<file path="config.mk">
export PLATFORM = sky130hd
export DESIGN_NAME = seg_driver
export DESIGN_NICKNAME = d
export VERILOG_FILES = /design/src/hdl/mmio_pkg.sv /design/src/hdl/seg_driver.sv
export SDC_FILE = /design/constraint.sdc
export NUM_CORES = 1
export LEC_CHECK = 0
export CORE_ASPECT_RATIO = 1.2
export CORE_MARGIN = 2
export CORE_UTILIZATION = 50
export DETAILED_ROUTE_END_ITERATION = 10
export DONT_BUFFER_PORTS = 1
export GPL_TIMING_DRIVEN = 0
export SYNTH_ARGS = -nofsm -noshare
export SYNTH_HDL_FRONTEND = slang
export SYNTH_SLANG_ARGS = --single-unit
</file>
<file path="constraint.sdc">
create_clock -name clk -period 5.5 [get_ports clk]
set_clock_uncertainty 0.2 [all_clocks]
set_input_delay 1.1 -clock clk [delete_from_list [all_inputs] [get_ports clk]]
set_output_delay 1.1 -clock clk [all_outputs]
set_load 0.01 [all_outputs]
</file>
<file path="src/hdl/mmio_pkg.sv">
package mmio_pkg;

    // bus widths
    localparam int unsigned ADDR_WIDTH = 32;
    localparam int unsigned DATA_WIDTH = 32;

    // ps/2 scan code width
    localparam int unsigned KB_WIDTH = 8;

    // address map
    // ram sits at the bottom, its length comes from the top-level RAM_WORDS
    localparam logic [ADDR_WIDTH-1:0] ADDR_RAM = 32'h0000_0000;
    localparam logic [ADDR_WIDTH-1:0] ADDR_KB  = 32'h1000_0000;
    localparam logic [ADDR_WIDTH-1:0] ADDR_SEG = 32'h1000_0010;

    // byte span of each peripheral window
    localparam logic [ADDR_WIDTH-1:0] PERI_LEN = 32'd16;

    // set in a keyboard read when a code came out of the buffer
    localparam int unsigned KB_VALID_BIT = 31;

    // access size of a load or store
    typedef enum logic [1:0] {
        W_BYTE,
        W_HALF,
        W_WORD
    } mem_width_e;

    // extension applied to byte and halfword loads
    typedef enum logic {
        L_SIGNED,
        L_UNSIGNED
    } load_kind_e;

endpackage

</file>
<file path="src/hdl/seg_driver.sv">
module seg_driver #(
    parameter int SCAN_DIV = 4
) (
    input  logic                            clk,
    input  logic                            rst_n,
    input  logic                            load,
    input  logic [mmio_pkg::DATA_WIDTH-1:0] load_value,
    output logic [mmio_pkg::DATA_WIDTH-1:0] value,
    output logic [7:0]                      an,
    output logic [6:0]                      cathode
);

    localparam int PW = (SCAN_DIV > 1) ? $clog2(SCAN_DIV) : 1;

    logic [PW-1:0] presc;
    logic [2:0]    digit;
    logic [3:0]    nibble;

    // full display word whatever the store size
    always_ff @(posedge clk or negedge rst_n) begin
        if (!rst_n) begin
            value <= '0;
        end else if (load) begin
            value <= load_value;
        end
    end

    // digit steps once per SCAN_DIV clocks
    always_ff @(posedge clk or negedge rst_n) begin
        if (!rst_n) begin
            presc <= '0;
            digit <= 3'd0;
        end else if (presc == PW'(SCAN_DIV - 1)) begin
            presc <= '0;
            // 7 wraps back to 0
            digit <= digit + 3'd1;
        end else begin
            presc <= presc + 1'b1;
        end
    end

    assign an     = 8'b0000_0001 << digit;
    assign nibble = value[4*digit +: 4];

    // hex font in gfedcba order and active high
    always_comb begin
        case (nibble)
            4'h0:    cathode = 7'h3f;
            4'h1:    cathode = 7'h06;
            4'h2:    cathode = 7'h5b;
            4'h3:    cathode = 7'h4f;
            4'h4:    cathode = 7'h66;
            4'h5:    cathode = 7'h6d;
            4'h6:    cathode = 7'h7d;
            4'h7:    cathode = 7'h07;
            4'h8:    cathode = 7'h7f;
            4'h9:    cathode = 7'h6f;
            4'ha:    cathode = 7'h77;
            4'hb:    cathode = 7'h7c;
            4'hc:    cathode = 7'h39;
            4'hd:    cathode = 7'h5e;
            4'he:    cathode = 7'h79;
            default: cathode = 7'h71;
        endcase
    end

    a_an_onehot: assert property (
        @(posedge clk) disable iff (!rst_n) $onehot(an));

endmodule

</file>
# [Word-level counts from Yosys, hierarchy flattened]
# Memories as Yosys holds them, arrays and structs flattened.
# Cells that the tools add are included.
[word_totals] reg_bits=37 mem_bits_ro=112 inputBits=35 wordCells=10 memories=1
[memory_table] memory="(name not given)" words=16 word_bits=7 rd=1 rd_ports_with_merged_regs=0 wr=0 line="seg_driver.sv:47" source="case (nibble)"
[classes] n_addsub=2 eq_ne=1 shift=2 n_mux=1
[ops] op="$shiftx 32x6->4" n=1
[ops] op="$shl 1x3->8 const A" n=1
[ops] op="$add 3x1->3 const B" n=1
[ops] op="$add 2x1->2 const B" n=1
[ops] op="$eq 2x2->1 const B" n=1
[ops] op="$mux 2" n=1

# [Longest topological paths before layout]
[logic_depth] ltp_word=2 ltp_mapped=9

# [Least setup slack after synthesis]
# OpenSTA, ideal clock, no wires.
[synth_path] kind="reg-to-output" startpoint="register digit[0]" endpoint="output cathode[3]" arrival_time_ps=2239 setup_slack_ps=1961 stages_incl_launch_ff=8 path_cell_list="dfrtp_1 -> buf_6 -> mux4_1 -> mux2i_4 -> inv_1 -> ha_1 -> mux2_1 -> mux2i_1"
[synth_between] elab_chain_cells=2
[synth_lines] item="start: declaration" line="seg_driver.sv:16" source="logic [2:0] digit;"
[synth_lines] item="start signal: assignment" line="seg_driver.sv:36" source="digit <= digit + 3'd1;"
[synth_lines] item="$shiftx 32x6->4" line="seg_driver.sv:43" source="assign nibble = value[4*digit +: 4];"
[synth_lines] item="$mem_v2 16x7"
[synth_lines] item="end: declaration" line="seg_driver.sv:10" source="output logic [6:0] cathode"
# No other way between the ends.

# [Worst setup path in the final report]
[layout_path] startpoint="register digit[1]" endpoint="output cathode[3]"
# Same word-level chain as after synthesis.

==> metrics.yaml <==
sta:
  tns_ns: 0
  max_slew_margin_pct: 57.9
  grt_setup_unrepaired: "false"
  period_minus_slack_ns: 4.12
  setup_ws_ns: 1.38
  setup_viol: 0
  worst_pin_slew_ns: 0.632
  holdWs_ns: 0.225
  fin_crit_sh_pct: 74.9
  max_freq_mhz: 243
  finalMaxSlewViolations: 0
  finalHoldViolations: 0
route:
  vias: 1146
  remaining_drc_errors: 0
  totalWireLength_um: 3830
  drt-pass1-iter-count: 4
  via_per_inst: 5.62
  wl_per_cell_um: 18.8
  initialDrtViolationCount: 35
  ant_nets: 0
setup_path:
  cp_cell_sequence: "clkbuf_1, mux4_1, mux2i_4, inv_1, ha_1, mux2_1, mux2i_1"
  crit_slowest_cell: "clkbuf_1"
  crit_path_end_kind: "primary output"
  worstSetupPathType: "flop to primary output"
  cp-start-kind: "flop"
  path_delay_family: "multiplexers"
  cp.arrival_ns: 2.82
  max_stage_delay_ns: 0.46
  cp_max_fo: 9
  critPathRequiredTime_ns: 4.20
  cp_num_buf_inv: 2
die:
  rows: 25
  fp.dieW_um: 62.4
  die_area_um2: 4620
  ios: 82
  die_h_um: 74.0
  start_util_pct: 51.8
  core-area_um2: 3940
power:
  p_per_area_nw_per_um2: 274
  power_leakage_nw: 0.929
  ir_worst_vdd_v: 0.000165
cts:
  cts_setup_buffers: 0
  cts_root_buf: "clkbuf_8"
  holdBufCountCts: 0
  numClockSinks: 37
  h-tree-depth: 2
  cts_inserted_buffers: 5
  clk_pin_slew_ns: 0.07
  clock_latency_ns: 0.28
  cts_buffer_depth: 2
  cts_tree: "built"
  cts.repair.resized: 0
grt:
  overflow: 0
  grt_max_degree: 38
  grt_use_total_pct: 17.3
  grt_antenna_before_repair: 0
  grt_pass1_vias: 1180
  grt_pass1_wl_um: 5930
run_status:
  status: "finished, final reports clean"
logic_synthesis:
  yosys_most_used_dff: "dfrtp_1"
  synth-xor-area-share_pct: 0.857
  synth_nets: 191
  synth_cell_types: 31
  async_reset_ff_share_pct: 100
  synth.top_cells.by_count: "dfrtp_1, mux2_2, ha_1, mux2i_1"
  syn-cell-area_um2: 2040
  synth_most_common_cell: "dfrtp_1"
  synthAdderAreaFrac_pct: 8.57
  postSynthCellCount: 142
  synth_top_family_by_area: "multiplexers"
  yosysTopAreaCell: "dfrtp_1"
  synthMuxAreaShare_pct: 33.9
  synthSimpleGateAreaFrac_pct: 4.84
  synth_compound_area_share_pct: 2.51
  synth_top_area_share_pct: 45.3
  synth_seq_cells: 37
  yosys_warnings: 0
  avgSynthCellArea_um2: 14.4
  yosysSeqAreaShare_pct: 45.3
  synth-edff-count: 0
  synthTopCellsByArea: "dfrtp_1, mux2_2, ha_1"
place:
  dp.cells: 196
  place_congestion: 0.764
  io_buffers: 0
  dp_hpwl_um: 2970
  dp_slack_ns: 1.64
finish:
  nFillCells: 357
  post-route-util_pct: 55.7
  nets: 198
  drive_above_1_share_pct: 32.0
  syn_to_final_growth_pct: 7.35
  ff_latch_area_um2: 926
  finalNonFillerCells: 204
  antennaDiodeCount: 0
  multi_input_area_um2: 1030
run:
  cap_violations: 0
worst_hold_path:
  hold_class: "flop to flop"
## worst paths after layout
check	startpoint	end	slack (ns)	cells past startpoint
max	digit[1]	cathode[3]	1.38	7
min	presc[0]	presc[0]	0.23	1
max reg2reg	digit[1]	digit[1]	3.76	5
min reg2reg	presc[0]	presc[0]	0.23	1
max in group asynchronous	rst_n	value[25]	4.72	0
min in group asynchronous	rst_n	value[5]	0.30	0
## cell families after synthesis
| group | count (synthesis) |
|---|---|
| multiplexers | 51 |
| flip-flops | 37 |
| AO/OA/AOI/OAI | 7 |
| AND/OR/NAND/NOR | 16 |
| buffers and inverters | 15 |
| adder cells (fa/ha/maj) | 14 |
| XOR/XNOR | 2 |
## worst reg2reg max path: stages (launching register included)
cell and delay [ns]:
dfrtp_1 0.37, clkbuf_1 0.46, inv_1 0.17, ha_1 0.30
nand2_1 0.06, o21ai_0 0.07
## cell usage in the layout, fill, tap and decap left out, types with 2 or more instances in the layout
master	n
dfrtp_1	37
inv_1	6
clkinv_2	2
mux4_1	3
nand2_1	3
clkbuf_1	3
ha_1	14
buf_6	2
and2_1	4
clkbuf_8	5
mux4_2	5
mux2i_1	7
mux2_2	27
xor2_1	2
o22a_1	2
nor2b_1	3
mux2_1	6
mux2i_4	2
buf_1	3
## area by class of cell
cell class,instances,area share (%)
buffer,8,2.57
clock buffer,6,3.31
clock inverter,2,0.456
inverter,7,1.20
multi-input combinational,90,47.2
sequential,37,42.2
tap,54,3.08
## sequential cells by signal, indices dropped and copies added, names as in the netlist
register	flops
digit	3
presc	2
value	32
## through the flow
step	total power [mW]	area (µm²)
finish	0.601	2190
global route	0.633	2190
CTS	0.608	2190
detailed placement	0.428	2110
global placement	0.424	2110
floorplan	0.407	2040
## power breakdown
group          internal, mW  switching, mW
registers             0.296         0.0328
clock network        0.0877         0.0924
logic                0.0495         0.0425
total                 0.433          0.168
## routing by layer
metal,vias to the layer above,global-route usage [%],routed length (µm)
met3,8,7.56,356
met1,562,18.7,1420
met2,49,29.8,1970
met5,-,0,0
met4,0,8.40,84
li1,527,-,-
(Power assumes the default switching activity.)
