===== config.mk =====
export PLATFORM = sky130hd
export DESIGN_NAME = kb_buffer
export DESIGN_NICKNAME = d
export VERILOG_FILES = /design/src/hdl/mmio_pkg.sv /design/src/hdl/kb_buffer.sv
export SDC_FILE = /design/constraint.sdc
export NUM_CORES = 1
export LEC_CHECK = 0
export BUFFER_PORTS_ARGS = -buffer_cell sky130_fd_sc_hd__buf_2
export CAP_MARGIN = 20
export CORE_ASPECT_RATIO = 2
export CORE_MARGIN = 1.5
export CORE_UTILIZATION = 55
export DETAILED_ROUTE_END_ITERATION = 6
export PLACE_DENSITY = 0.89
export SLEW_MARGIN = 20
export SYNTH_ARGS = -nofsm -noshare
export SYNTH_HDL_FRONTEND = slang
export SYNTH_SLANG_ARGS = --single-unit

===== constraint.sdc =====
create_clock -name clk -period 2.6 [get_ports clk]
set_input_delay 0.26 -clock clk [delete_from_list [all_inputs] [get_ports clk]]
set_output_delay 0.26 -clock clk [all_outputs]
set_load 0.02 [all_outputs]

===== src/hdl/mmio_pkg.sv =====
package mmio_pkg;

    // bus widths
    localparam int unsigned ADDR_WIDTH = 32;
    localparam int unsigned DATA_WIDTH = 32;

    // ps/2 scan code width
    localparam int unsigned KB_WIDTH = 8;

    // address map
    // ram sits at the bottom, its length comes from the top-level RAM_WORDS
    localparam logic [ADDR_WIDTH-1:0] ADDR_RAM = 32'h0000_0000;
    localparam logic [ADDR_WIDTH-1:0] ADDR_KB  = 32'h1000_0000;
    localparam logic [ADDR_WIDTH-1:0] ADDR_SEG = 32'h1000_0010;

    // byte span of each peripheral window
    localparam logic [ADDR_WIDTH-1:0] PERI_LEN = 32'd16;

    // set in a keyboard read when a code came out of the buffer
    localparam int unsigned KB_VALID_BIT = 31;

    // access size of a load or store
    typedef enum logic [1:0] {
        W_BYTE,
        W_HALF,
        W_WORD
    } mem_width_e;

    // extension applied to byte and halfword loads
    typedef enum logic {
        L_SIGNED,
        L_UNSIGNED
    } load_kind_e;

endpackage


===== src/hdl/kb_buffer.sv =====
module kb_buffer #(
    parameter int DEPTH = 4
) (
    input  logic                          clk,
    input  logic                          rst_n,
    input  logic                          push,
    input  logic [mmio_pkg::KB_WIDTH-1:0] push_data,
    input  logic                          pop,
    output logic [mmio_pkg::KB_WIDTH-1:0] head,
    output logic                          not_empty,
    output logic                          credit
);

    import mmio_pkg::*;

    localparam int PW = (DEPTH > 1) ? $clog2(DEPTH) : 1;
    localparam int CW = $clog2(DEPTH + 1);

    logic [KB_WIDTH-1:0] slots [DEPTH];
    logic [PW-1:0]       wr_ptr;
    logic [PW-1:0]       rd_ptr;
    logic [CW-1:0]       count;

    // wrap at DEPTH, which need not be a power of two
    function automatic logic [PW-1:0] next_ptr(input logic [PW-1:0] p);
        return (p == PW'(DEPTH - 1)) ? '0 : p + 1'b1;
    endfunction

    always_ff @(posedge clk) begin
        if (push) begin
            slots[wr_ptr] <= push_data;
        end
    end

    always_ff @(posedge clk or negedge rst_n) begin
        if (!rst_n) begin
            wr_ptr <= '0;
            rd_ptr <= '0;
            count  <= '0;
            credit <= 1'b0;
        end else begin
            if (push) begin
                wr_ptr <= next_ptr(wr_ptr);
            end
            if (pop) begin
                rd_ptr <= next_ptr(rd_ptr);
            end
            case ({push, pop})
                2'b10:   count <= count + 1'b1;
                2'b01:   count <= count - 1'b1;
                default: count <= count;
            endcase
            // one slot freed, hand the credit back next cycle
            credit <= pop;
        end
    end

    assign head      = slots[rd_ptr];
    assign not_empty = (count != '0);

    // source must hold a credit, so a full buffer never sees a push
    a_no_overflow: assert property (
        @(posedge clk) disable iff (!rst_n) push |-> count < CW'(DEPTH));

    // decoder only pops when a code is present
    a_no_underflow: assert property (
        @(posedge clk) disable iff (!rst_n) pop |-> not_empty);

endmodule


* Word level (Yosys, flattened, before mapping)
Memories as Yosys holds them, arrays and structs flattened. Index checks and enable logic that the tools add are counted.
Word-level totals: flip-flop bits (word level) 8, RAM bits 32, input port bits 12, output and inout port bits 10, logic and storage cells 20, memories kept 1
Operators by class: add/subtract/negate cells 4, eq/ne operators 4, multiplexer cells 5, reduce and logical (&&, ||, !) cells 2
Memories:
- slots | depth 4, bits a word 8, read ports 1, clocked after memory_dff 0, wr ports 1, line kb_buffer.sv:19 | logic [KB_WIDTH-1:0] slots [DEPTH];
Operator list (count):
- equality test 2 bit (second input constant) | 3
- case mux 3 bit (2 select lines) | 1
- adder 2 x 1 -> 2 bit (second input constant) | 2
- 2-to-1 mux 2 bit | 2
- adder 3 x 1 -> 3 bit (second input constant) | 1
- nonzero test 3 bit | 1
- subtractor 3 x 1 -> 3 bit (second input constant) | 1
- equality test 2 x 1 -> 1 bit (second input constant) | 1
- 2-to-1 mux 1 bit | 2
- nonzero test 2 bit | 1

* Depth between registers and ports, before layout
depth after elaboration 2, mapped depth 6, depth with buffers taken out 6

* Worst setup path before layout
No wires, ideal clock.
kind register to output, start point register rd_ptr[0], end point output port head[0] in the netlist's numbering, arrival 1.078 ns, required time 2.340 ns, path slack 1.262 ns, stages on the path, launching flop included 3, buffers on the path 1, path through dfrtp_1 -> buf_6 -> mux4_2
Between the ends: longest elaborated chain between the ends 1
RTL lines:
- start: declaration | line kb_buffer.sv:21 | logic [PW-1:0] rd_ptr;
- start signal: assignment | line kb_buffer.sv:46 | rd_ptr <= next_ptr(rd_ptr);
- memory (4 x 8 bit)
- end: declaration | line kb_buffer.sv:9 | output logic [mmio_pkg::KB_WIDTH-1:0] head,
Every way passes these cells.

* Worst setup path after layout
start point register rd_ptr[0], end point output port head[4] in the netlist's numbering
The elaborated chain is that of the path after synthesis.

==> results.yml <==
grt:
  grt_pass1_vias: 796
  grt_use_total_pct: 18.14
  grt-ovfl-total: 0
  antenna_found_initial: 0
  grt_pass1_wl_um: 3753
  grt_max_degree: 14
floorplan:
  io_pins: 22
  core_area_sq_um: 2736
  start_util_pct: 57.84
  rows: 27
  die_y_um: 78.87
  die_area_sq_um: 3228
  chipWidth_um: 40.93
cells_and_area:
  final_nets: 123
  fillCellCount: 180
  multiInputGateArea_sq_um: 394.1
  antennaDiodeCount: 0
  layout-drive-gt1-share_pct: 38.10
  syn2layout_area_growth_pct: 14.07
  seq_area_sq_um: 1161
sta:
  drv_slew: 0
  worst_pin_slew_ns: 0.5733
  hold_viol: 0
  relSlewSlack_pct: 61.78
  final.setup.tns_ns: 0
  min_period_ns: 2.004
  setup_viol: 0
  rsz0062_at_grt: "no"
  period_share_pct: 77.08
  max_freq_mhz: 499.0
  skew_ns: 0.005330
  hold_ws_ns: 0.1353
yosys:
  ys_top_cells_by_area: "edfxtp_1 61%, dfrtp_1 13%, mux4_2 11%"
  syn_area_sq_um: 1583
  ys_seq_area_share_pct: 73.36
  synth_area_per_cell_sq_um: 20.56
  synth_top_area_share_pct: 60.71
  synth-edff-count: 32
  synth-xor-area-share_pct: 1.660
  synth-seq-cells: 40
  synth.most_common_cell: "edfxtp_1"
  synthAdderAreaFrac_pct: 6.008
  yosys.area_share.simple_pct: 3.083
  netlist_instances: 77
  postSynth.asyncResetShare_pct: 20.00
  synth.area.mux_share_pct: 13.52
  synth_top_family_by_area: "multiplexers"
  synth_compound_gate_area_share_pct: 0.6324
  synth_cell_types: 16
  synthFlopType: "edfxtp_1"
  yosysWarnings: 0
  synth_area_leader_cell: "edfxtp_1"
  syn-num-nets: 96
  yosys-top-cells-count: "32 x edfxtp_1, 8 x dfrtp_1, 8 x mux4_2, 6 x ha_1, 4 x and2_1"
power_and_ir_drop:
  switchingPower_uw: 604.3
  p_int_uw: 1300
  p_leak_uw: 0.0006854
  powerDensity_nw_per_um2: 1055
  swShare_pct: 31.74
  clkPwrFrac_pct: 20.6
  ir_drop_v: 0.0005777
  combPwrFrac_pct: 29.0
  pwr-share-seq_pct: 50.5
routing:
  ant_nets: 0
  drc: 0
  dr.pass1.iters: 3
  routedWlPerCell_um: 16.66
  via_per_inst: 5.515
  wirelength_um: 2232
  drt_iter0_markers: 13
  vias: 739
placement:
  dp_hpwl_um: 1645
  gp_congestion: 0.7062
  port_buffers: 21
clock_network:
  cts_buffer_depth: 2
  cts.clk_slew.worst_paths_ns: 0.07
  cts_tree: "built"
  insertion_delay_ns: 0.29
  cts_max_level: 2
  cts_root_buffer: "clkbuf_8"
  cts_buffers: 5
  ctsResizeCount: 0
  postCtsSetupRepairBufs: 0
  clkSinkCount: 40
run:
  cap_violations: 0
run_status:
  status: "completed"
critical_path:
  worstSetupEndpointType: "output pin"
  worstPathMaxFanout: 11
  cp_data_arrival_time_ns: 1.74
  crit_type: "reg2out"
  cp-start-kind: "flip-flop"
  cp.required_ns: 2.34
min_path:
  hold_path.class: "in2reg"
repair_timing:
| item | in CTS | in global routing |
|---|---|---|
| hold buffers | 1 | 0 |
| hold endpoints to repair | 8 | 0 |
| endpoints found under the setup margin | 0 | 0 |
worst max-delay path, cell delays in order, from the launching register on:
cell and delay (ns):
dfrtp_1 0.71, mux4_2 0.57, buf_2 0.17
cell families (layout without fill, tap and decap cells):
family          Yosys count  in the layout
compound gates            2              2
fa+ha+maj                 7              7
flops                    40             40
mux                      11             11
xor+xnor                  3              3
buf+inv                   5             33
simple gates              9              9
state kept, by name, summed over array words and instances, names as in the netlist:
signal  flops
slots      32
count       3
rd_ptr      2
wr_ptr      2
credit      1
per-stage QoR:
stage          cells  setup WS (ns)  power, uW  cell area (sq um)  utilization, %
3_3_place_gp     125         0.8983       1498               1708           62.41
4_1_cts          134         0.5301       1934               1805           65.98
5_1_grt          134         0.4522       2029               1805           65.98
3_5_place_dp     125         0.8596       1544               1708           62.41
6_report         134         0.5958       1904               1805           65.98
2_1_floorplan     77          1.262       1386               1583               -
cell usage in the layout (no fill, tap or decap), types with 3 or more instances in the layout:
cell and n:
edfxtp_1 32, buf_2 21, mux4_2 8, dfrtp_1 8
ha_1 6, clkbuf_8 5, and2_1 4, inv_1 3
mux2_2 3
area by class of cell:
class | count | area share, %
clock buffer | 5 | 3.812
clock inverter | 3 | 1.040
inverter | 3 | 0.6237
multi-input combinational | 32 | 21.83
sequential | 40 | 64.31
tap | 29 | 2.010
timing repair buffer | 22 | 6.376
worst paths after layout:
kind	end	from	depth (start not counted)	slack [ns]
setup / recovery	head[4]	rd_ptr[0]$_DFFE_PN0P_	2	0.60
hold / removal	credit$_DFF_PN0_	pop	1	0.14
min in group asynchronous	count[0]$_DFFE_PN0P_	rst_n	2	0.34
max in group asynchronous	wr_ptr[0]$_DFFE_PN0P_	rst_n	2	2.10
setup reg to reg	slots[2][3]$_DFFE_PP_	wr_ptr[0]$_DFFE_PN0P_	3	1.19
hold reg to reg	count[2]$_DFFE_PN0P_	count[2]$_DFFE_PN0P_	1	0.48
power by group through the flow:
stage               registers [uW]  logic [uW]  clock network, uW
finish                         961         552                392
global route                   988         618                424
CTS                            969         563                401
detailed placement             983         562                  0
global placement               965         533                  0
floorplan                      898         488                  0
routing by layer:
layer / part of all wire [%] / GRT usage, % / vias to the layer above
met3: 3.6 / 4.190 / 6
met2: 57 / 28.44 / 18
met1: 37 / 20.96 / 367
met4: 3.0 / 11.00 / 0
met5: 0 / 0 / -
li1: - / - / 348
No activity file was read; power rests on OpenSTA's default activity.
