## src/hdl/mmio_pkg.sv

```systemverilog
package mmio_pkg;

    // bus widths
    localparam int unsigned ADDR_WIDTH = 32;
    localparam int unsigned DATA_WIDTH = 32;

    // ps/2 scan code width
    localparam int unsigned KB_WIDTH = 8;

    // address map
    // ram sits at the bottom, its length comes from the top-level RAM_WORDS
    localparam logic [ADDR_WIDTH-1:0] ADDR_RAM = 32'h0000_0000;
    localparam logic [ADDR_WIDTH-1:0] ADDR_KB  = 32'h1000_0000;
    localparam logic [ADDR_WIDTH-1:0] ADDR_SEG = 32'h1000_0010;

    // byte span of each peripheral window
    localparam logic [ADDR_WIDTH-1:0] PERI_LEN = 32'd16;

    // set in a keyboard read when a code came out of the buffer
    localparam int unsigned KB_VALID_BIT = 31;

    // access size of a load or store
    typedef enum logic [1:0] {
        W_BYTE,
        W_HALF,
        W_WORD
    } mem_width_e;

    // extension applied to byte and halfword loads
    typedef enum logic {
        L_SIGNED,
        L_UNSIGNED
    } load_kind_e;

endpackage

```

## src/hdl/mmio.sv

```systemverilog
module mmio #(
    parameter int RAM_WORDS = 1024
) (
    input  logic                            clk,
    input  logic                            rst_n,
    input  logic                            mem_ren,
    input  logic [mmio_pkg::ADDR_WIDTH-1:0] mem_raddr,
    input  logic                            mem_wen,
    input  logic [mmio_pkg::ADDR_WIDTH-1:0] mem_waddr,
    output logic [mmio_pkg::DATA_WIDTH-1:0] mem_rdata,
    output logic                            mem_rvalid,
    output logic                            mem_err,
    output logic                            ram_ren,
    output logic                            ram_wen,
    input  logic [mmio_pkg::DATA_WIDTH-1:0] ram_rdata,
    output logic                            kb_pop,
    input  logic [mmio_pkg::KB_WIDTH-1:0]   kb_head,
    input  logic                            kb_not_empty,
    output logic                            seg_load,
    input  logic [mmio_pkg::DATA_WIDTH-1:0] seg_value
);

    import mmio_pkg::*;

    // where the pending read result comes from
    typedef enum logic [1:0] {
        SRC_NONE,
        SRC_RAM,
        SRC_KB,
        SRC_SEG
    } rd_src_e;

    localparam logic [ADDR_WIDTH-1:0] RAM_LEN = ADDR_WIDTH'(RAM_WORDS * 4);

    logic                  rd_ram;
    logic                  rd_kb;
    logic                  rd_seg;
    logic                  wr_ram;
    logic                  wr_seg;
    rd_src_e               rd_src;
    rd_src_e               src_q;
    logic [DATA_WIDTH-1:0] peri_word;
    logic [DATA_WIDTH-1:0] peri_q;
    logic                  valid_q;
    logic                  err_q;

    // offset compare, also fine for a window based at 0
    function automatic logic in_win(input logic [ADDR_WIDTH-1:0] addr,
                                    input logic [ADDR_WIDTH-1:0] base,
                                    input logic [ADDR_WIDTH-1:0] len);
        return (addr - base) < len;
    endfunction

    assign rd_ram = in_win(mem_raddr, ADDR_RAM, RAM_LEN);
    assign rd_kb  = in_win(mem_raddr, ADDR_KB, PERI_LEN);
    assign rd_seg = in_win(mem_raddr, ADDR_SEG, PERI_LEN);
    // keyboard window is read only
    assign wr_ram = in_win(mem_waddr, ADDR_RAM, RAM_LEN);
    assign wr_seg = in_win(mem_waddr, ADDR_SEG, PERI_LEN);

    always_comb begin
        if (rd_ram) begin
            rd_src = SRC_RAM;
        end else if (rd_kb) begin
            rd_src = SRC_KB;
        end else if (rd_seg) begin
            rd_src = SRC_SEG;
        end else begin
            rd_src = SRC_NONE;
        end
    end

    assign ram_ren  = mem_ren && rd_ram;
    assign ram_wen  = mem_wen && wr_ram;
    assign seg_load = mem_wen && wr_seg;
    // empty buffer reads as zero, no pop
    assign kb_pop   = mem_ren && rd_kb && kb_not_empty;

    // peripheral word sampled at the accept edge, before the pop moves the head
    always_comb begin
        peri_word = '0;
        if (rd_kb) begin
            if (kb_not_empty) begin
                peri_word[KB_WIDTH-1:0]  = kb_head;
                peri_word[KB_VALID_BIT] = 1'b1;
            end
        end else begin
            peri_word = seg_value;
        end
    end

    always_ff @(posedge clk) begin
        if (mem_ren) begin
            peri_q <= peri_word;
        end
    end

    always_ff @(posedge clk or negedge rst_n) begin
        if (!rst_n) begin
            src_q   <= SRC_NONE;
            valid_q <= 1'b0;
            err_q   <= 1'b0;
        end else begin
            src_q   <= mem_ren ? rd_src : SRC_NONE;
            valid_q <= mem_ren;
            // unmapped read, or write outside ram and display
            err_q   <= (mem_ren && rd_src == SRC_NONE) || (mem_wen && !(wr_ram || wr_seg));
        end
    end

    // result mux on the registered tag
    always_comb begin
        case (src_q)
            SRC_RAM:         mem_rdata = ram_rdata;
            SRC_KB, SRC_SEG: mem_rdata = peri_q;
            default:         mem_rdata = '0;
        endcase
    end

    assign mem_rvalid = valid_q;
    assign mem_err    = err_q;

    // exactly one result per accepted read, one cycle later
    a_rvalid_follows: assert property (
        @(posedge clk) disable iff (!rst_n) mem_ren |=> mem_rvalid);
    a_rvalid_only: assert property (
        @(posedge clk) disable iff (!rst_n) !mem_ren |=> !mem_rvalid);

    // a popped code shows up flagged in the result
    a_pop_flagged: assert property (
        @(posedge clk) disable iff (!rst_n) kb_pop |=> mem_rdata[KB_VALID_BIT]);

endmodule

```

## config.mk

```make
export PLATFORM = sky130hd
export DESIGN_NAME = mmio
export DESIGN_NICKNAME = d
export VERILOG_FILES = /design/src/hdl/mmio_pkg.sv /design/src/hdl/mmio.sv
export SDC_FILE = /design/constraint.sdc
export NUM_CORES = 1
export LEC_CHECK = 0
export BUFFER_PORTS_ARGS = -buffer_cell sky130_fd_sc_hd__buf_2
export CAP_MARGIN = 20
export CORE_UTILIZATION = 38
export DETAILED_ROUTE_END_ITERATION = 10
export GPL_TIMING_DRIVEN = 0
export PLACE_DENSITY = 0.81
export SYNTH_ARGS = -nofsm -noshare
export SYNTH_HDL_FRONTEND = slang
export SYNTH_SLANG_ARGS = --single-unit
```

## constraint.sdc

```tcl
create_clock -name clk -period 2.8 [get_ports clk]
set_clock_uncertainty 0.2 [all_clocks]
set_input_delay 0.7 -clock clk [delete_from_list [all_inputs] [get_ports clk]]
set_output_delay 0.7 -clock clk [all_outputs]
set_load 0.005 [all_outputs]
```

# After elaboration in Yosys (flattened, before gate mapping)
# Index checks and enable logic that the tools add are counted.
# word_totals
reg_bits	36
input_bits	141
# classes
n_addsub	3
n_lt_le_gt_ge	5
n_eq_ne	3
mux	9
n_reduce_logical	12
# ops
operator	count
$lt A32 B5 Y1 const B	3
$sub A32 B29 Y32 const B	3
$lt A32 B13 Y1 const B	2
$pmux W32 S2	1
$mux W8	2
$mux W2	4
$logic_and A1 B1 Y1	7
$eq A2 B2 Y1 const B	2
$eq A2 B1 Y1 const B	1
$logic_not A2 Y1	1
$logic_or A1 B1 Y1	2
$mux W1	2
$reduce_or A2 Y1	1
$logic_not A1 Y1	1

# Longest topological paths before layout
# Gate-level depths: netlist (run 1).
# logic_depth
ltp_word	8
depth_mapped	5

# Least setup slack after synthesis (run 1)
# Ideal clock, no wire load.
# synth_path
path_type	input to output
start	in mem_waddr[11] in the netlist's numbering
end	out seg_load
t_arrival_ns	1.696
required_ns	1.900
path_slack_ns	0.204
cell_stages	4
n_path_buf	0
cell_sequence	nor4b_1 -> nand4b_1 -> a2111oi_0 -> and2_1
# synth_between
elab_chain_len	3
# synth_lines
element	line_no	text
start: declaration	mmio.sv:9	input logic [mmio_pkg::ADDR_WIDTH-1:0] mem_waddr,
$sub A32 B29 Y32	mmio.sv:51	return (addr - base) < len;
$lt A32 B5 Y1	mmio.sv:51	
$logic_and A1 B1 Y1	mmio.sv:75	assign seg_load = mem_wen && wr_seg;
end: declaration	mmio.sv:19	output logic seg_load,
# No other way between the ends.

# Worst setup path in the final report (run 1)
# layout_path
start	in mem_waddr[16] in the netlist's numbering
end	out seg_load
# The elaborated chain is that of the path after synthesis.

==> results of run 1 <==
==> cell usage in the layout, fill, tap and decap left out, types with 2 or more instances in the layout <==
| master | instances |
|---|---|
| clkbuf_8 | 5 |
| nor2_1 | 4 |
| clkbuf_1 | 6 |
| and2_1 | 2 |
| nor3_1 | 3 |
| buf_2 | 170 |
| inv_1 | 11 |
| nor2b_1 | 24 |
| nor4_4 | 4 |
| a22o_1 | 24 |
| nor4_1 | 2 |
| nor4b_2 | 2 |
| buf_4 | 2 |
| dfrtp_1 | 3 |
| nand3_2 | 2 |
| clkbuf_2 | 2 |
| nor4_2 | 7 |
| mux2i_1 | 8 |
| nand2_1 | 24 |
| o21ai_0 | 10 |
| edfxtp_1 | 32 |
==> flip-flops by register name, indices dropped and copies added (netlist names) <==
| name | flops |
|---|---|
| peri_q | 32 |
| mem_err | 1 |
| mem_rvalid | 1 |
| src_q | 2 |
==> metrics by stage <==
step	setup slack, ns	hold WS, ns	util [%]	setup TNS, ns	instance area (µm²)
2_1_floorplan	0.204	0.204	-	0	2010
3_3_place_gp	-0.121	0.305	57.5	-0.157	2940
3_5_place_dp	-0.148	0.308	57.5	-0.248	2940
4_1_cts	0.0155	0.00248	60.4	0	3080
5_1_grt	-0.0619	0.481	62.7	-0.122	3200
6_report	0.0265	0.497	62.7	0	3200
==> path summary, 6_finish.rpt <==
path,slack (ns),from,to,cells after the start
setup / recovery,0.03,mem_waddr[16],seg_load,6
hold / removal,0.50,mem_wen,mem_err,3
max in group asynchronous,1.72,rst_n,src_q[0],2
min in group asynchronous,0.55,rst_n,mem_rvalid,2
==> logic make-up after synthesis <==
family | after synthesis | synth area share (%)
simple gates | 81 | 23.2
compound gates | 38 | 14.5
buf+inv | 23 | 4.80
flops | 36 | 52.9
mux | 9 | 4.55
==> synth_stat cells <==
cell / number / area share (%)
inv_1: 11 / 2.1
nor4b_1: 2 / 0.87
nand3_1: 3 / 0.75
nor4_4: 1 / 1.1
nor4_1: 11 / 3.4
nor3b_1: 1 / 0.37
buf_2: 2 / 0.50
buf_1: 1 / 0.19
buf_6: 1 / 0.56
edfxtp_1: 32 / 48
or3b_1: 1 / 0.44
nor2_1: 4 / 0.75
a2111oi_0: 1 / 0.44
mux2_2: 1 / 0.56
mux2i_1: 8 / 4.0
o32ai_1: 1 / 0.44
o21ai_0: 10 / 2.5
dfrtp_1: 4 / 5.0
nand4_2: 1 / 0.62
clkbuf_1: 8 / 1.5
nor3_1: 3 / 0.75
a22o_1: 24 / 10
a211oi_1: 1 / 0.37
nor4_2: 1 / 0.62
and2_1: 2 / 0.62
a31oi_1: 1 / 0.31
nand4b_1: 1 / 0.44
and3_1: 1 / 0.31
nor2b_1: 24 / 7.5
nand2_1: 25 / 4.7
==> area by class of cell <==
| type | count | area, µm² |
|---|---|---|
| clock inverter | 2 | 35.0 |
| tap | 70 | 87.6 |
| buffer | 11 | 53.8 |
| inverter | 11 | 41.3 |
| multi-input combinational | 128 | 975 |
| clock buffer | 6 | 72.6 |
| fill | 417 | 1910 |
| timing repair buffer | 172 | 873 |
| sequential | 36 | 1060 |
==> where the power goes <==
part           switching (mW)  total (mW)  internal [mW]  leakage (nW)
Sequential             0.0112       0.640          0.628         0.361
Clock                   0.180       0.444          0.264        0.0552
Combinational          0.0666       0.155         0.0880          1.09
==> per-layer routing <==
layer  vias up  GRT usage (%)
li1       1050              -
met1       945           21.7
met2        92           32.7
met3         2           4.02
met4         0           4.61
met5         -              0
==> what timing repair did <==
item / 4_1_cts / 5_1_grt
endpoints found under the setup margin: 23 / 14
setup buffers: 1 / 1
hold buffers: 0 / 1
pin swaps: 2 / 6
cloned: 0 / 0
resized for setup: 8 / 16
endpoints found under the hold margin: 0 / 4
==> impl_metrics.ini, run 1 <==
[power_and_ir_drop]
leakagePower_nw = 1.51
power.total_mw = 1.24
peakVddDrop_v = 0.000288
p_per_area_nw_per_um2 = 387

[placed_design]
dp_cells = 426
place_hpwl_um = 4290
port_buffers = 169
place_congestion = 0.772

[clock_network]
path_clk_slew_ns = 0.07
clock-sinks = 36
h-tree-depth = 2
root_buffer = clkbuf_8
cts_inserted_buffers = 5
cts_tree = built
clk_path_buf_depth = 2

[synth]
syn_inst = 187
syn_avg_cell_area_um2 = 10.7
synth.distinct_cells = 30
ys_warn_count = 0
syn_nets = 328
ys_ff_latch = 36
syn_area_um2 = 2010
ys_seq_area_share_pct = 52.9

[critical_path]
timing.critical_path.mode_cell = buf_2
worst_setup_path_start_kind = input port
endpoint_kind = output pin
cp.arrival_ns = 1.87
worst_path_largest_cell_delay_ns = 0.32
crit_fanout = 2
crit_family = simple AND/OR/NAND/NOR gates
critPathSlowestCell = a2111oi_4
cp_num_buf_inv = 2
path_class = in2out
worstPathRequired_ns = 1.90
path_cells = buf_2, nor4_4, nand3_2, a2111oi_4, and2_1, buf_2

[die]
initial_core_util_pct = 39.3
dieWidth_um = 74.7
io_pins = 179
core.rowCount = 26
core_area_um2 = 5110
die-area_um2 = 5570
die_h_um = 74.7

[routing]
wl_per_cell_um = 13.0
dr.pass1.iters = 4
postRouteAntennaNets = 0
drtIter0Drc = 81
wl_met1_um = 2270
drt_drc_violations_left = 0
wl_met3_um = 338
highest_layer = met4
num_vias = 2089
wl_met2_um = 3060
viasPerCell = 4.79
wl_um = 5690

[min_path]
worstHoldPathType = in2reg

[timing]
period_needed_ns = 2.77
finalSetupViolCount = 0
hold_violations = 0
max_freq_mhz = 361
slew_headroom_pct = 67.4
tightest_slew_ns = 0.489
slew_violations = 0
fin_crit_sh_pct = 99.1

[finish]
diodes = 0
stdcell_count = 436
area_delta_synth_final_pct = 59.6
drive_gt1_share_pct = 55.5
nets = 506

[grt]
antenna_found_initial = 0
grt.overflow.total = 0
track_usage_pct = 18.1
grt_pass1_wl_um = 7510
grt_start_max_net_pins = 37
grt_pass1_vias = 1727

[run]
cap_violations = 0

[run_status]
status = completed
No activity file was read; power rests on OpenSTA's default activity.
==> inputs of run 2 (changes only) <==
--- a/config.mk
+++ b/config.mk
@@ -5,12 +5,13 @@
 export SDC_FILE = /design/constraint.sdc
 export NUM_CORES = 1
 export LEC_CHECK = 0
+export ABC_AREA = 1
 export BUFFER_PORTS_ARGS = -buffer_cell sky130_fd_sc_hd__buf_2
 export CAP_MARGIN = 20
-export CORE_UTILIZATION = 38
+export CORE_UTILIZATION = 45
 export DETAILED_ROUTE_END_ITERATION = 10
 export GPL_TIMING_DRIVEN = 0
-export PLACE_DENSITY = 0.81
+export PLACE_DENSITY = 0.82
 export SYNTH_ARGS = -nofsm -noshare
 export SYNTH_HDL_FRONTEND = slang
 export SYNTH_SLANG_ARGS = --single-unit
==> impl_metrics.ini, run 2 <==
[synth]
yosysTopAreaCell = edfxtp_1
synth.distinct_cells = 32
yosys.area.top_type_share_pct = 31.2
ys_seq_area_share_pct = 34.4
ys_warn_count = 0
synth_simple_gate_area_share_pct = 54.6
synth_common_cells = nand2_1 (193), nor2_1 (80), nand3_1 (67)
synthAdderAreaFrac_pct = 0
ys.flop_type = edfxtp_1
synthArstFlopShare_pct = 11.1
syn_avg_cell_area_um2 = 6.23
synth_xor_area_share_pct = 1.42
synth.top_cells.by_area = edfxtp_1 (31%), nand2_1 (23%), nand3_1 (11%), nor2_1 (9.7%), inv_1 (6.2%)
ys_ff_latch = 36
syn_nets = 636
synthMuxAreaShare_pct = 0
syn_area_um2 = 3080
synth_top_family_by_area = simple AND/OR/NAND/NOR gates
synth_most_common_cell = nand2_1
syn_inst = 495
synth_edf_count = 32
synth_compound_area_share_pct = 1.30

[power_and_ir_drop]
p_per_area_nw_per_um2 = 283
comb_power_share_pct = 21.4
power.total_mw = 1.25
leakagePower_nw = 2.46
p_switching_mw = 0.332
swShare_pct = 26.5
p_int_mw = 0.919
clock_power_share_pct = 27.5
seqPwrFrac_pct = 51.1
peakVddDrop_v = 0.000180

[critical_path]
worst_setup_path_start_kind = input port
crit_fanout = 3
endpoint = seg_load
worstPathRequired_ns = 1.90
path_class = in2out
endpoint_kind = output pin
cp.arrival_ns = 2.14
worstSetupStartpoint = mem_waddr[8]

[finish]
largest_register = peri_q
largestRegisters = peri_q: 32 flops, src_q: 2 flops
final_cell_mix = nand2_1 (188), buf_2 (165), nand3_1 (67)
largest_reg_flops = 32
drive_gt1_share_pct = 36.4
stdcell_count = 764
area_delta_synth_final_pct = 43.4
final_common_cell = nand2_1
diodes = 0
nets = 828

[routing]
dr.pass1.iters = 11
postRouteAntennaNets = 0
num_vias = 3833
viasPerCell = 5.02
wl_per_cell_um = 12.3
wl_um = 9430
drtIter0Drc = 218
drt_drc_violations_left = 15

[timing]
setup_slack_ns = -0.235
tightest_slew_ns = 0.756
rsz0062_at_grt = yes
period_needed_ns = 3.04
finalSetupViolCount = 1
slew_headroom_pct = 49.6
max_freq_mhz = 329
slew_violations = 0
fin_crit_sh_pct = 108
hold_violations = 0

[die]
die-area_um2 = 7190
die_h_um = 84.8
core_area_um2 = 6490
io_pins = 179
dieWidth_um = 84.8
initial_core_util_pct = 47.5
core.rowCount = 29

[placed_design]
place_hpwl_um = 7550
port_buffers = 169
dp_cells = 741
place_congestion = 0.970

[min_path]
holdPathStages = 3
worstHoldPathType = in2reg

[clock_network]
h-tree-depth = 2
clock-sinks = 36
cts_tree = built
cts_inserted_buffers = 5
path_clk_slew_ns = 0.07
clk_path_buf_depth = 2
root_buffer = clkbuf_8

[run]
cap_violations = 0

[run_status]
status = complete, but fails checks
violations = DRC, setup timing

[grt]
antenna_found_initial = 0
track_usage_pct = 25.8
grt_start_max_net_pins = 37
grt_pass1_wl_um = 14900
grt_pass1_vias = 3575
grt.overflow.total = 0
## run 2: changes by cell type after synthesis, sizes merged, moves of 12 or more
cell | before | now
nand3 | 3 | 69
nor4 | 13 | 1
nor2 | 4 | 94
inv | 11 | 53
a22o | 24 | 0
nor2b | 24 | 0
nand2 | 25 | 203
## run 2: power by group through the flow
stage | clock, mW | sequential [mW] | combinational (mW)
floorplan | 0 | 0.647 | 0.0932
finish | 0.345 | 0.639 | 0.267
detailed placement | 0 | 0.651 | 0.235
global route | 0.375 | 0.643 | 0.295
CTS | 0.351 | 0.640 | 0.244
global placement | 0 | 0.649 | 0.228
## run 2: worst min path at each step
stage / slack, ns / startpoint / end
CTS: 0.46 / seg_value[29] / peri_q[29]
detailed placement: 0.31 / rst_n / src_q[0]
global placement: 0.30 / rst_n / mem_rvalid
global route: 0.46 / seg_value[27] / peri_q[27]
finish: 0.47 / seg_value[29] / peri_q[29]
floorplan: 0.20 / rst_n / mem_err
## run 2: critical path: stages
cell and delay [ns]:
buf_2 0.12, nor2_2 0.09, nand2_2 0.09, nor2_4 0.13
buf_4 0.14, nand3b_1 0.10, nand2_1 0.07, nand2_1 0.05
nor2_1 0.10, nand2_1 0.07, nor2_1 0.12, nand3_1 0.11
nor2_1 0.12, buf_2 0.12
## run 2: per-stage QoR
stage               setup slack, ns  hold slack [ns]  utilization, %  TNS (ns)  instance area, µm²
floorplan                     0.156            0.204               -         0                3080
global placement             -0.272            0.304            62.0    -0.460                4030
detailed placement           -0.292            0.308            62.0    -0.572                4030
CTS                          -0.215            0.464            65.7    -0.280                4270
global route                 -0.337            0.462            68.1    -0.347                4420
finish                       -0.235            0.469            68.1    -0.235                4420
## run 2: layout make-up
type,instances,area (µm²)
Buffer,14,55.1
Clock inverter,1,5.00
Multi-Input combinational cell,391,1910
Timing Repair Buffer,185,1020
Tap cell,77,96.3
Clock buffer,6,72.6
Inverter,54,205
Sequential cell,36,1060
Fill cell,601,2070
## run 2: per-layer routing
layer / share of wire [%] / up-vias / track usage, % / wire length, µm
met5: 0 / - / 0 / 0
met4: 1.5 / 0 / 8.47 / 144
met3: 7.2 / 12 / 5.21 / 680
met2: 53 / 158 / 50.0 / 5040
met1: 38 / 1726 / 27.8 / 3560
li1: - / 1937 / - / -
## run 2: timing repair
item | in CTS | in global routing
buffers inserted | 13 | 4
resized for setup | 16 | 43
pin swaps | 6 | 21
hold buffers | 1 | 0
endpoints found under the hold margin | 4 | 0
endpoints found under the setup margin | 2 | 5
## run 2: kinds of logic (layout without fill, tap and decap cells)
group                     count (synthesis)  after routing
AOI/OAI and AO/OA                         7              7
xor gates and xnor gates                  5              5
buffers and inverters                    68            260
DFF                                      36             36
and+or+nand+nor                         379            379
==> inputs of run 3 (changes only) <==
--- a/config.mk
+++ b/config.mk
@@ -8,6 +8,7 @@
 export ABC_AREA = 1
 export BUFFER_PORTS_ARGS = -buffer_cell sky130_fd_sc_hd__buf_2
 export CAP_MARGIN = 20
+export CORE_MARGIN = 2
 export CORE_UTILIZATION = 45
 export DETAILED_ROUTE_END_ITERATION = 10
 export GPL_TIMING_DRIVEN = 0
==> impl_metrics.ini, run 3 (synthesized netlist as in run 2, its figures left out) <==
[grt]
grt_start_max_net_pins = 37
grt_pass1_wl_um = 14800
grt.overflow.total = 0
grt_pass1_vias = 3547
track_usage_pct = 24.4
antenna_found_initial = 0

[clock_network]
cts_tree = built
root_buffer = clkbuf_8
clock-sinks = 36
clk_path_buf_depth = 2
ctsHoldBuffers = 0
h-tree-depth = 2
cts_inserted_buffers = 5
path_clk_slew_ns = 0.07

[power_and_ir_drop]
p_switching_mw = 0.337
clock_power_share_pct = 28.0
seqPwrFrac_pct = 50.8
p_per_area_nw_per_um2 = 287
peakVddDrop_v = 0.000199
comb_power_share_pct = 21.2
swShare_pct = 26.7
leakagePower_nw = 2.44
power.total_mw = 1.26
p_int_mw = 0.923

[finish]
largest_register = peri_q
area_delta_synth_final_pct = 42.4
final_core_util_pct = 65.3
drive_gt1_share_pct = 36.4
diodes = 0
final_cell_mix = nand2_1 (190), buf_2 (165), nand3_1 (65)
nets = 825
final_common_cell = nand2_1
largestRegisters = peri_q: 32 flops, src_q: 2 flops
largest_reg_flops = 32

[run]
cap_violations = 0

[critical_path]
cp.arrival_ns = 2.12
crit_fanout = 5
worstPathRequired_ns = 1.90
worst_setup_path_start_kind = input port
endpoint_kind = output pin
path_class = in2out

[die]
die_h_um = 86.8
core_area_um2 = 6720
dieWidth_um = 86.8
io_pins = 179
initial_core_util_pct = 45.9
core.rowCount = 30
die-area_um2 = 7530

[run_status]
violations = setup timing
status = complete, but fails checks

[timing]
rsz0062_at_grt = yes
fin_crit_sh_pct = 108
slew_violations = 0
finalSetupViolCount = 1
tightest_slew_ns = 0.768
max_freq_mhz = 331
hold_violations = 0
period_needed_ns = 3.02
slew_headroom_pct = 48.8
whs_ns = 0.0216
setup_slack_ns = -0.225

[routing]
num_vias = 3773
postRouteAntennaNets = 0
dr.pass1.iters = 4
wl_um = 9620
wl_per_cell_um = 12.6
viasPerCell = 4.93
drtIter0Drc = 139
drt_drc_violations_left = 0

[placed_design]
port_buffers = 169
place_congestion = 0.998
place_hpwl_um = 7780

[min_path]
worstHoldPathType = in2async
==> run 3: repair_timing <==
| action | in CTS | in global routing |
|---|---|---|
| resized for setup | 14 | 36 |
| endpoints found under the setup margin | 2 | 4 |
| pin swaps | 2 | 19 |
| buffers inserted | 3 | 10 |
==> run 3: worst max-delay path: stages <==
cell     delay [ns]
buf_6          0.10
nor2_4         0.10
nand2_2        0.08
nor2_4         0.18
nand2_4        0.08
nor2_4         0.14
nand2_2        0.09
nand2_4        0.08
nand2_2        0.05
nand2_1        0.06
nand2_1        0.06
nor2_2         0.10
nand3_2        0.08
nor2_2         0.11
buf_2          0.13
==> run 3: worst max-delay path by stage <==
| stage | from | endpoint | slack [ns] | depth (start not counted) |
|---|---|---|---|---|
| after floorplan | mem_waddr[5] | seg_load | 0.16 | 13 |
| after global placement | mem_raddr[7] | kb_pop | -0.25 | 11 |
| after detailed placement | mem_waddr[9] | seg_load | -0.27 | 13 |
| after CTS | mem_waddr[20] | seg_load | -0.19 | 11 |
| after global routing | mem_waddr[4] | seg_load | -0.38 | 13 |
| final | mem_waddr[6] | seg_load | -0.22 | 15 |
==> run 3: area by class of cell <==
class,count,area [µm²]
Buffer,14,55.1
Inverter,54,205
Sequential cell,36,1060
Fill cell,601,2330
Tap cell,80,100
Clock inverter,3,18.8
Multi-Input combinational cell,391,1910
Clock buffer,5,68.8
Timing Repair Buffer,182,975
==> run 3: layer usage <==
metal	GRT usage [%]	share of wire, %	vias up
met4	9.52	2.6	0
met2	45.6	52	165
met5	0	0	-
met3	3.90	6.5	20
li1	-	-	1934
met1	27.5	39	1654
==> run 3: through the flow <==
stage	cells	setup slack (ns)	TNS, ns	cell area (µm²)
3_3_place_gp	744	-0.247	-0.435	4030
6_report	765	-0.225	-0.225	4390
2_1_floorplan	495	0.156	0	3080
4_1_cts	755	-0.192	-0.192	4190
3_5_place_dp	744	-0.270	-0.535	4030
5_1_grt	765	-0.383	-0.402	4390
==> run 3: power groups by stage <==
stage,sequential [mW],clock [mW],combinational (mW)
after floorplan,0.647,0,0.0932
after global placement,0.649,0,0.227
after detailed placement,0.651,0,0.235
after CTS,0.640,0.364,0.243
after global routing,0.643,0.388,0.297
final,0.640,0.353,0.267
